===== config.mk =====
export PLATFORM = sky130hd
export DESIGN_NAME = dataCache
export DESIGN_NICKNAME = d
export VERILOG_FILES = /design/src/rtl/cachePkg.sv /design/src/rtl/cacheWay.sv /design/src/rtl/cacheLru.sv /design/src/rtl/cacheFsm.sv /design/src/rtl/dataCache.sv
export SDC_FILE = /design/constraint.sdc
export NUM_CORES = 2
export LEC_CHECK = 0
export ABC_AREA = 0
export BUFFER_PORTS_ARGS = -buffer_cell sky130_fd_sc_hd__buf_2
export CORE_ASPECT_RATIO = 1.2
export CORE_MARGIN = 3
export CORE_UTILIZATION = 55
export CTS_CLUSTER_DIAMETER = 120
export DETAILED_ROUTE_END_ITERATION = 7
export PLACE_DENSITY = 0.71
export SKIP_CTS_REPAIR_TIMING = 1
export SYNTH_ARGS = -nofsm -noshare
export SYNTH_HDL_FRONTEND = slang
export SYNTH_MEMORY_MAX_BITS = 65536
export SYNTH_SLANG_ARGS = --single-unit

===== constraint.sdc =====
create_clock -name clk -period 49.9 [get_ports clk]
set_input_delay 7.485 -clock clk [delete_from_list [all_inputs] [get_ports clk]]
set_output_delay 7.485 -clock clk [all_outputs]
set_load 0.01 [all_outputs]

===== src/rtl/cachePkg.sv =====
package cachePkg;

  ////////////////////
  // Geometry
  ////////////////////
  localparam int AdrBits    = 16;                              // Byte address
  localparam int WordBits   = 32;                              // Processor word
  localparam int LineBits   = 128;                             // Four words per line
  localparam int OffsetBits = 4;                               // Byte offset in a line
  localparam int SetBits    = 4;
  localparam int NumSets    = 1 << SetBits;
  localparam int TagBits    = AdrBits - SetBits - OffsetBits;

  // Byte address, seen either as a bus word or as lookup fields
  typedef union packed {
    logic [AdrBits-1:0] raw;
    struct packed {
      logic [TagBits-1:0] tag;
      logic [SetBits-1:0] set;
      logic [1:0]         wordSel;                             // Word within the line
      logic [1:0]         byteSel;                             // Byte within the word
    } fields;
  } cacheAdrT;

  // Controller states
  typedef enum logic [2:0] {
    idle,
    lookup,                                                    // Tag compare on registered set
    writeback,                                                 // Dirty victim out to memory
    fetch,                                                     // Missing line in from memory
    fill,                                                      // Fetched line into the victim way
    flushCheck,
    flushWrite,
    flushDone
  } cacheStateT;

endpackage


===== src/rtl/cacheWay.sv =====
`timescale 1ns/1ps

module cacheWay import cachePkg::*; (
  input  logic                  clk,
  input  logic                  rstN,
  input  logic [SetBits-1:0]    setIdx,
  input  logic [TagBits-1:0]    tag,            // Tag of the current request
  input  logic                  wayWrite,
  input  logic [LineBits-1:0]   lineWriteData,
  input  logic [LineBits/8-1:0] lineByteMask,
  input  logic                  setValid,       // Fill, also loads the tag
  input  logic                  setDirty,
  input  logic                  clearDirty,
  output logic                  hit,
  output logic                  valid,
  output logic                  dirty,
  output logic [TagBits-1:0]    tagOut,
  output logic [LineBits-1:0]   readLine
);

  logic [TagBits-1:0]  tagMem  [NumSets];
  logic [LineBits-1:0] lineMem [NumSets];
  logic [NumSets-1:0]  validBits;
  logic [NumSets-1:0]  dirtyBits;
  logic [TagBits-1:0]  nextTag;
  logic [LineBits-1:0] nextLine;
  logic                nextValid;
  logic                nextDirty;

  // Entry at setIdx as it stands after this edge, so a write shows up in the readout at once
  always_comb begin
    nextTag   = tagMem[setIdx];
    nextLine  = lineMem[setIdx];
    nextValid = validBits[setIdx];
    nextDirty = dirtyBits[setIdx];
    if (wayWrite) begin
      if (setValid) begin
        nextTag   = tag;
        nextValid = 1'b1;
      end
      if (setDirty) nextDirty = 1'b1;
      else if (clearDirty) nextDirty = 1'b0;
      for (int b = 0; b < LineBits/8; b++) begin
        if (lineByteMask[b]) nextLine[8*b +: 8] = lineWriteData[8*b +: 8];  // Byte lanes
      end
    end
  end

  always_ff @(posedge clk) begin
    if (wayWrite) begin
      tagMem[setIdx]  <= nextTag;
      lineMem[setIdx] <= nextLine;
    end
    tagOut   <= nextTag;                        // Synchronous readout
    readLine <= nextLine;
  end

  // Status bits
  always_ff @(posedge clk) begin
    if (!rstN) begin
      validBits <= '0;
      dirtyBits <= '0;
      valid     <= 1'b0;
      dirty     <= 1'b0;
    end else begin
      if (wayWrite) begin
        validBits[setIdx] <= nextValid;
        dirtyBits[setIdx] <= nextDirty;
      end
      valid <= nextValid;
      dirty <= nextDirty;
    end
  end

  assign hit = valid && (tagOut == tag);        // Compare in lookup

  // Controller never asks for both dirty updates at once
  assert property (@(posedge clk) disable iff (!rstN) !(setDirty && clearDirty));

endmodule


===== src/rtl/cacheLru.sv =====
`timescale 1ns/1ps

module cacheLru import cachePkg::*; (
  input  logic               clk,
  input  logic               rstN,
  input  logic [SetBits-1:0] setIdx,
  input  logic               lruWrite,    // Hit or fill in this set
  input  logic               usedWay,     // Way just touched
  output logic               victimWay    // Least recently used way
);

  ////////////////////
  // One bit per set
  ////////////////////
  logic [NumSets-1:0] lruBits;

  always_ff @(posedge clk) begin
    if (!rstN) begin
      lruBits <= '0;                         // Way 0 goes first after reset
    end else if (lruWrite) begin
      lruBits[setIdx] <= ~usedWay;           // Other way becomes the older one
    end
  end

  // Two ways, so the stored bit names the victim directly
  assign victimWay = lruBits[setIdx];

endmodule


===== src/rtl/cacheFsm.sv =====
`timescale 1ns/1ps

module cacheFsm import cachePkg::*; (
  input  logic       clk,
  input  logic       rstN,
  input  logic       cpuReq,
  input  logic       cpuWrite,
  input  logic       flushReq,
  input  logic       busAck,
  input  logic       cacheHit,
  input  logic       victimDirty,      // Victim is valid and dirty
  input  logic       flushLineDirty,   // Line under the flush counter needs writeback
  input  logic       flushDoneFlag,    // Counter on the last way of the last set
  output logic       cpuAck,
  output logic       flushAck,
  output logic       busReq,
  output logic       busWrite,
  output logic       selWriteback,
  output logic       selFlushAdr,
  output logic       wayWriteEn,
  output logic       setValid,
  output logic       setDirty,
  output logic       clearDirty,
  output logic       lruWrite,
  output logic       flushCntEn,
  output logic       flushCntClear,
  output logic       hitPulse,
  output logic       missPulse,
  output cacheStateT state
);

  logic busPhase;                      // busReq dropped, waiting for busAck low
  logic ackDelay;                      // Hit decided, cpuAck rises on next edge
  logic refill;                        // Current lookup follows our own fill
  logic lookupHit;
  logic busDone;
  logic cpuStart;
  logic flushStart;

  assign lookupHit  = (state == lookup) && cacheHit;
  assign busDone    = busPhase && !busAck;                       // Bus back to rest
  assign cpuStart   = (state == idle) && cpuReq && !cpuAck && !ackDelay;
  assign flushStart = (state == idle) && flushReq && !cpuReq;    // cpuReq has priority

  ////////////////////
  // State and handshakes
  ////////////////////
  always_ff @(posedge clk) begin
    if (!rstN) begin
      state     <= idle;
      cpuAck    <= 1'b0;
      busReq    <= 1'b0;
      busPhase  <= 1'b0;
      ackDelay  <= 1'b0;
      refill    <= 1'b0;
      hitPulse  <= 1'b0;
      missPulse <= 1'b0;
    end else begin
      hitPulse  <= 1'b0;
      missPulse <= 1'b0;
      ackDelay  <= 1'b0;
      if (ackDelay) cpuAck <= 1'b1;
      else if (cpuAck && !cpuReq) cpuAck <= 1'b0;             // Release phase

      // Four-phase line transfer, shared by the three bus states
      if (state inside {writeback, fetch, flushWrite}) begin
        if (!busPhase) begin
          busReq   <= !(busReq && busAck);
          busPhase <= busReq && busAck;
        end else if (!busAck) begin
          busPhase <= 1'b0;
        end
      end

      case (state)
        idle: begin
          if (cpuStart) state <= lookup;
          else if (flushStart) state <= flushCheck;
        end
        lookup: begin
          if (cacheHit) begin
            state    <= idle;
            ackDelay <= 1'b1;
            hitPulse <= !refill;                               // Count the request once
            refill   <= 1'b0;
          end else begin
            state     <= victimDirty ? writeback : fetch;
            missPulse <= 1'b1;
            refill    <= 1'b1;
          end
        end
        writeback:  if (busDone) state <= fetch;
        fetch:      if (busDone) state <= fill;
        fill:       state <= lookup;                           // Retry, now a hit
        flushCheck: begin
          if (flushLineDirty) state <= flushWrite;
          else if (flushDoneFlag) state <= flushDone;
        end
        flushWrite: if (busDone) state <= flushCheck;         // Recheck the cleaned line
        flushDone:  if (!flushReq) state <= idle;
        default:    state <= idle;
      endcase
    end
  end

  ////////////////////
  // Array and datapath controls
  ////////////////////
  assign flushAck      = state == flushDone;
  assign busWrite      = (state == writeback) || (state == flushWrite);
  assign selWriteback  = state == writeback;
  assign selFlushAdr   = flushStart || (state inside {flushCheck, flushWrite, flushDone});
  assign wayWriteEn    = (lookupHit && cpuWrite) || (state == fill) ||
                         (state == flushWrite && busDone);
  assign setValid      = state == fill;
  assign setDirty      = cpuWrite && (lookupHit || state == fill);
  assign clearDirty    = (state == fill && !cpuWrite) || (state == flushWrite && busDone);
  assign lruWrite      = lookupHit || (state == fill);
  assign flushCntEn    = (state == flushCheck) && !flushLineDirty && !flushDoneFlag;
  assign flushCntClear = state == idle;

  // busReq holds until the memory answers
  assert property (@(posedge clk) disable iff (!rstN) busReq && !busAck |=> busReq);
  // cpuAck only with a live request or in the cycle after it dropped
  assert property (@(posedge clk) disable iff (!rstN) cpuAck |-> cpuReq || $past(cpuReq));

endmodule


===== src/rtl/dataCache.sv =====
`timescale 1ns/1ps

module dataCache import cachePkg::*; (
  input  logic                  clk,
  input  logic                  rstN,
  // Processor side
  input  logic                  cpuReq,
  input  logic                  cpuWrite,
  input  logic [AdrBits-1:0]    cpuAdr,
  input  logic [WordBits-1:0]   cpuWriteData,
  input  logic [WordBits/8-1:0] cpuByteMask,
  output logic [WordBits-1:0]   cpuReadData,
  output logic                  cpuAck,
  // Flush
  input  logic                  flushReq,
  output logic                  flushAck,
  // Line bus
  output logic                  busReq,
  output logic                  busWrite,
  output logic [AdrBits-1:0]    busAdr,          // Line aligned
  output logic [LineBits-1:0]   busWriteLine,
  input  logic                  busAck,
  input  logic [LineBits-1:0]   busReadLine,
  // Statistics
  output logic                  hitPulse,
  output logic                  missPulse
);

  localparam int LineBytes = LineBits/8;

  cacheAdrT             reqAdr;
  cacheStateT           state;
  logic [SetBits-1:0]   setIdx;
  logic [SetBits-1:0]   flushSet;
  logic [SetBits-1:0]   flushSetIdx;
  logic [SetBits:0]     flushCnt;                 // {set, way}
  logic [SetBits:0]     flushCntNext;
  logic                 flushWay;
  logic [1:0]           wayHit;
  logic [1:0]           wayValid;
  logic [1:0]           wayDirty;
  logic [1:0]           wayWr;
  logic [TagBits-1:0]   wayTag [2];
  logic [LineBits-1:0]  wayLine [2];
  logic                 cacheHit;
  logic                 lruVictim;
  logic                 victimWay;
  logic                 pickWay;                  // Way being written, hit or sent out
  logic                 victimDirty;
  logic                 flushLineDirty;
  logic                 flushDoneFlag;
  logic                 selWriteback;
  logic                 selFlushAdr;
  logic                 wayWriteEn;
  logic                 setValid;
  logic                 setDirty;
  logic                 clearDirty;
  logic                 lruWrite;
  logic                 flushCntEn;
  logic                 flushCntClear;
  logic [LineBits-1:0]  hitLine;
  logic [LineBits-1:0]  fetchLine;
  logic [LineBits-1:0]  lineWriteData;
  logic [LineBytes-1:0] storeMask;
  logic [LineBytes-1:0] lineByteMask;

  ////////////////////
  // Set select
  ////////////////////
  assign reqAdr.raw   = cpuAdr;
  assign flushCntNext = flushCnt + 1'b1;
  assign flushSet     = flushCnt[SetBits:1];
  assign flushWay     = flushCnt[0];
  assign flushSetIdx  = flushCntEn ? flushCntNext[SetBits:1] : flushSet;  // Read ahead on a step
  assign setIdx       = selFlushAdr ? flushSetIdx : reqAdr.fields.set;

  for (genvar w = 0; w < 2; w++) begin : gWay
    cacheWay way (
      .clk, .rstN, .setIdx, .tag(reqAdr.fields.tag), .wayWrite(wayWr[w]),
      .lineWriteData, .lineByteMask, .setValid, .setDirty, .clearDirty,
      .hit(wayHit[w]), .valid(wayValid[w]), .dirty(wayDirty[w]),
      .tagOut(wayTag[w]), .readLine(wayLine[w]));
  end

  cacheLru lru (.clk, .rstN, .setIdx, .lruWrite, .usedWay(pickWay), .victimWay(lruVictim));

  assign cacheHit  = |wayHit;
  assign victimWay = !wayValid[0] ? 1'b0 : !wayValid[1] ? 1'b1 : lruVictim;  // Empty way first
  assign pickWay   = selFlushAdr ? flushWay : cacheHit ? wayHit[1] : victimWay;
  assign wayWr     = wayWriteEn ? (pickWay ? 2'b10 : 2'b01) : 2'b00;
  assign victimDirty    = wayValid[victimWay] && wayDirty[victimWay];
  assign flushLineDirty = wayValid[flushWay] && wayDirty[flushWay];
  assign flushDoneFlag  = &flushCnt;

  ////////////////////
  // Read path
  ////////////////////
  assign hitLine = (wayHit[0] ? wayLine[0] : '0) | (wayHit[1] ? wayLine[1] : '0);

  // Word held for the whole ack phase
  always_ff @(posedge clk) begin
    if (state == lookup && cacheHit) begin
      cpuReadData <= hitLine[WordBits*reqAdr.fields.wordSel +: WordBits];
    end
  end

  ////////////////////
  // Write path
  ////////////////////
  assign storeMask = cpuWrite ? LineBytes'(cpuByteMask) << ((WordBits/8)*reqAdr.fields.wordSel)
                              : '0;

  // Store bytes over the fetched line, also used as is for a store hit
  always_comb begin
    for (int b = 0; b < LineBytes; b++) begin
      lineWriteData[8*b +: 8] = storeMask[b] ? cpuWriteData[8*(b%(WordBits/8)) +: 8]
                                             : fetchLine[8*b +: 8];
    end
  end
  assign lineByteMask = setValid ? '1 : setDirty ? storeMask : '0;  // Flush clean writes no data

  always_ff @(posedge clk) begin
    if (state == fetch && busAck) fetchLine <= busReadLine;         // Valid only while acked
  end

  // Bus address and outgoing line
  assign busAdr = selFlushAdr  ? {wayTag[flushWay], flushSet, {OffsetBits{1'b0}}} :
                  selWriteback ? {wayTag[victimWay], reqAdr.fields.set, {OffsetBits{1'b0}}} :
                                 {reqAdr.fields.tag, reqAdr.fields.set, {OffsetBits{1'b0}}};
  assign busWriteLine = wayLine[pickWay];

  ////////////////////
  // Flush walk
  ////////////////////
  always_ff @(posedge clk) begin
    if (!rstN || flushCntClear) begin
      flushCnt <= '0;
    end else if (flushCntEn) begin
      flushCnt <= flushCntNext;                                    // Way 0, way 1, next set
    end
  end

  cacheFsm fsm (
    .clk, .rstN, .cpuReq, .cpuWrite, .flushReq, .busAck, .cacheHit, .victimDirty,
    .flushLineDirty, .flushDoneFlag, .cpuAck, .flushAck, .busReq, .busWrite,
    .selWriteback, .selFlushAdr, .wayWriteEn, .setValid, .setDirty, .clearDirty,
    .lruWrite, .flushCntEn, .flushCntClear, .hitPulse, .missPulse, .state);

  // A tag lives in at most one way of a set
  assert property (@(posedge clk) disable iff (!rstN) state == lookup |-> !(&wayHit));

endmodule


==> Implementation_results.wiki <==
{| class="wikitable"
! Metric !! Value
|-
| Count of endpoints failing hold in the final timing report || 0
|-
| Reg2reg start || flushCnt[0]
|-
| Grt ovf || 0
|-
| Setup slack of the critical path after layout || 28.34 ns
|-
| Nature of the critical path startpoint || input pin
|-
| Insertion delay to the later sink of the worst-skew pair || 1.06 ns
|-
| Violation count after the first detailed-route iteration || 14900
|-
| Number of max-cap violations || 0
|-
| Peak clock frequency supported by timing || 46.4 MHz
|-
| Number of cell instances on the worst register-to-register path || 16
|-
| Worst r2r dst || gWay[1].way.lineMem[12][71]
|-
| Cell types with the largest area share after synthesis || edfxtp_1, mux4_2, dfxtp_1
|-
| Number of global-route vias before repair || 95400
|-
| Post-synth EDFFs || 4512
|-
| Class of the most critical setup path || input pin to output port
|-
| Leading cell type in the layout, fill and taps excluded || edfxtp_1
|-
| H-tree depth || 5
|-
| Number of remaining DRC errors || 0
|-
| TritonCTS clock tree || done
|-
| Avg Synthesized Cell Area || 22.0 µm²
|-
| Row Count || 233
|-
| Unrepaired setup endpoints after global routing || no
|-
| CP Capture Type || output port
|-
| Period utilisation layout || 0.432
|-
| Worst Hold Launch || fsm.refill
|-
| Vias || 97200
|-
| Number of distinct library cells after synthesis || 76
|-
| Total global routing track utilization || 0.324
|-
| Top-level I/O count || 368
|-
| Maximum clock insertion buffer count || 4
|-
| Num CTS Buffers || 446
|-
| Min cycle time layout || 21.56 ns
|-
| Reg2Reg Setup Slack || 40.08 ns
|-
| Clock tree skew after final layout || 0.0662 ns
|-
| Slew HR || -0.00909
|-
| Fraction of registers with async set or reset after synthesis || 0
|-
| Most frequent cells in the layout || edfxtp_1, mux4_2, clkbuf_16, mux2i_1, dfxtp_1
|-
| Proportion of layout cells with a drive suffix above 1 || 0.278
|-
| Actual slew at the worst max-slew pin || 1.51 ns
|-
| Die boundary height || 643 µm
|-
| Synthesis-stage register bit count || 4883
|-
| Final standard cell area without fillers || 209000 µm²
|-
| Max Fanout on Critical Path || 52
|-
| Post-DP HPWL || 321000 µm
|-
| Cell count after synthesis || 8474
|-
| Violated checks || max-slew violations
|-
| Proportion of netlist area held by the largest area contributor || 0.728
|-
| Wire length of the first global-routing pass || 772000 µm
|-
| Clock transition time at the flip-flop clock pins of the worst setup and hold paths || 0.07 ns
|-
| Final net count || 9203
|-
| Total die area || 346000 µm²
|-
| Count of input and output buffers || 361
|-
| Data arrival time of the critical path || 14.08 ns
|-
| Post-place instance area || 194000 µm²
|-
| Top_reg_cell synth || edfxtp_1
|-
| Worst endpoint required time || 42.42 ns
|-
| Largest vdd supply drop || 0.0480 mV
|-
| Number of search-and-repair iterations in the first detailed-routing pass || 6
|-
| Terminating pin of the worst hold path || fsm.hitPulse
|-
| Number of antenna violations at the first check in global routing || 56
|-
| PD cells || 58.4 nW/µm²
|-
| DIE WIDTH || 537 µm
|-
| Clock Sinks || 4883
|-
| Post-synthesis instance area || 186000 µm²
|-
| Setup Viol. Count Final || 0
|-
| Setup TNS Final || 0 ns
|-
| Count of pins over their slew limit || 1
|-
| Initial core utilization || 0.553
|-
| Pre-CTS WS || 28.55 ns
|-
| Routed wire per std cell || 40.2 µm
|-
| Leak || 67.4 nW
|-
| Area of the core region || 336000 µm²
|-
| Antenna-violating nets left || 0
|-
| P&R area growth vs syn || 12.4%
|-
| Sequential area share after synthesis || 0.768
|-
| Weighted congestion at the end of routability-driven global placement || 0.977
|-
| Cell at the root of the clock tree || clkbuf_16
|-
| Worst hold stages || 1
|-
| Fraction of the core area covered by cells at the end of the flow || 0.622
|-
| Library cell with the largest summed area after synthesis || edfxtp_1
|-
| Result of the run || finished with violations
|-
| Via density || 6.98
|-
| Pin count of the biggest net entering global routing || 154
|-
| Synthesis Warnings || 0
|-
| Drt total wl || 559000 µm
|-
| Worst hold path class || register to register
|}
-- metal layers --
layer	global-route usage	vias to the layer above	share of wire
li1	-	37400	-
met1	0.417	51600	0.34
met2	0.485	6809	0.46
met3	0.0891	1419	0.12
met4	0.219	38	0.083
met5	0	-	0.00055
-- metrics by stage --
| stage | std cells | power (W) | hold WS [ns] |
|---|---|---|---|
| floorplan | 8477 | 0.00762 | 0.402 |
| global placement | 13000 | 0.00864 | 0.429 |
| detailed placement | 13000 | 0.00876 | 0.421 |
| CTS | 13900 | 0.0122 | 0.435 |
| global route | 13900 | 0.0126 | 0.471 |
| finish | 13900 | 0.0122 | 0.435 |
-- cell type report --
| class | instances | area, µm² |
|---|---|---|
| fill | 22400 | 127000 |
| antenna | 43 | 108 |
| inverter | 28 | 105 |
| timing repair buffer | 606 | 4010 |
| clock inverter | 246 | 2630 |
| clock buffer | 601 | 12300 |
| tap | 4465 | 5590 |
| sequential | 4883 | 143000 |
| multi-input combinational | 3050 | 41500 |
-- kinds of logic (layout without fill, tap and decap cells) --
family          after synthesis  count (layout)  share of synthesized area
flops                      4883            4883                      0.768
mux                        1688            1688                      0.167
compound gates              976             976                     0.0424
buf+inv                     544            1481                     0.0127
simple gates                360             360                    0.00911
xor+xnor                     20              20                   0.000941
fa+ha+maj                     2               2                   0.000134
other cells                   1              47                  0.0000201
-- cell usage after synthesis, drive strengths merged, types with 70 or more instances --
cell type,instances
a21oi,84
a221oi,267
clkbuf,222
dfxtp,371
nand2,165
a22o,273
nor2,70
mux2,148
edfxtp,4512
mux4,1121
a22oi,158
mux2i,419
buf,294
-- registers in the layout, summed over array words and instances, names as in the netlist --
register            flops
gWay.way.dirtyBits     32
gWay.way.valid          2
fsm.busPhase            1
cpuReadData            32
gWay.way.validBits     32
fetchLine             128
lru.lruBits            16
gWay.way.readLine     256
gWay.way.dirty          2
flushCnt                5
fsm.ackDelay            1
fsm.cpuAck              1
fsm.busReq              1
gWay.way.tagOut        16
fsm.refill              1
fsm.state               3
gWay.way.lineMem     4096
gWay.way.tagMem       256
fsm.missPulse           1
fsm.hitPulse            1
-- worst max path at each step --
stage	startpoint	endpoint	slack, ns	cells after the start
floorplan	cpuReq	gWay[1].way.validBits[10]	28.78	11
global placement	cpuReq	busWriteLine[93]	28.58	15
detailed placement	cpuReq	busWriteLine[93]	28.55	15
CTS	cpuReq	busWriteLine[93]	28.53	15
global route	cpuReq	busWriteLine[93]	28.34	15
finish	cpuReq	busWriteLine[88]	28.34	15
-- critical path, cell delays in order --
cell     delay (ns)
buf_2          0.13
or4b_1         0.53
o21a_1         0.45
nor4_4         0.56
a21o_1         0.38
a22oi_1        0.20
a41oi_4        0.23
buf_4          0.43
nor4_4         0.05
buf_4          0.42
a21oi_4        0.45
buf_4          0.86
buf_4          0.78
mux2_1         0.61
buf_2          0.25
-- power breakdown --
part	internal (W)	switching, W
combinational	0.00109	0.00199
sequential	0.00545	0.000199
clock	0.00199	0.00150
total	0.00852	0.00369
Power figures use the tool's default switching activity.
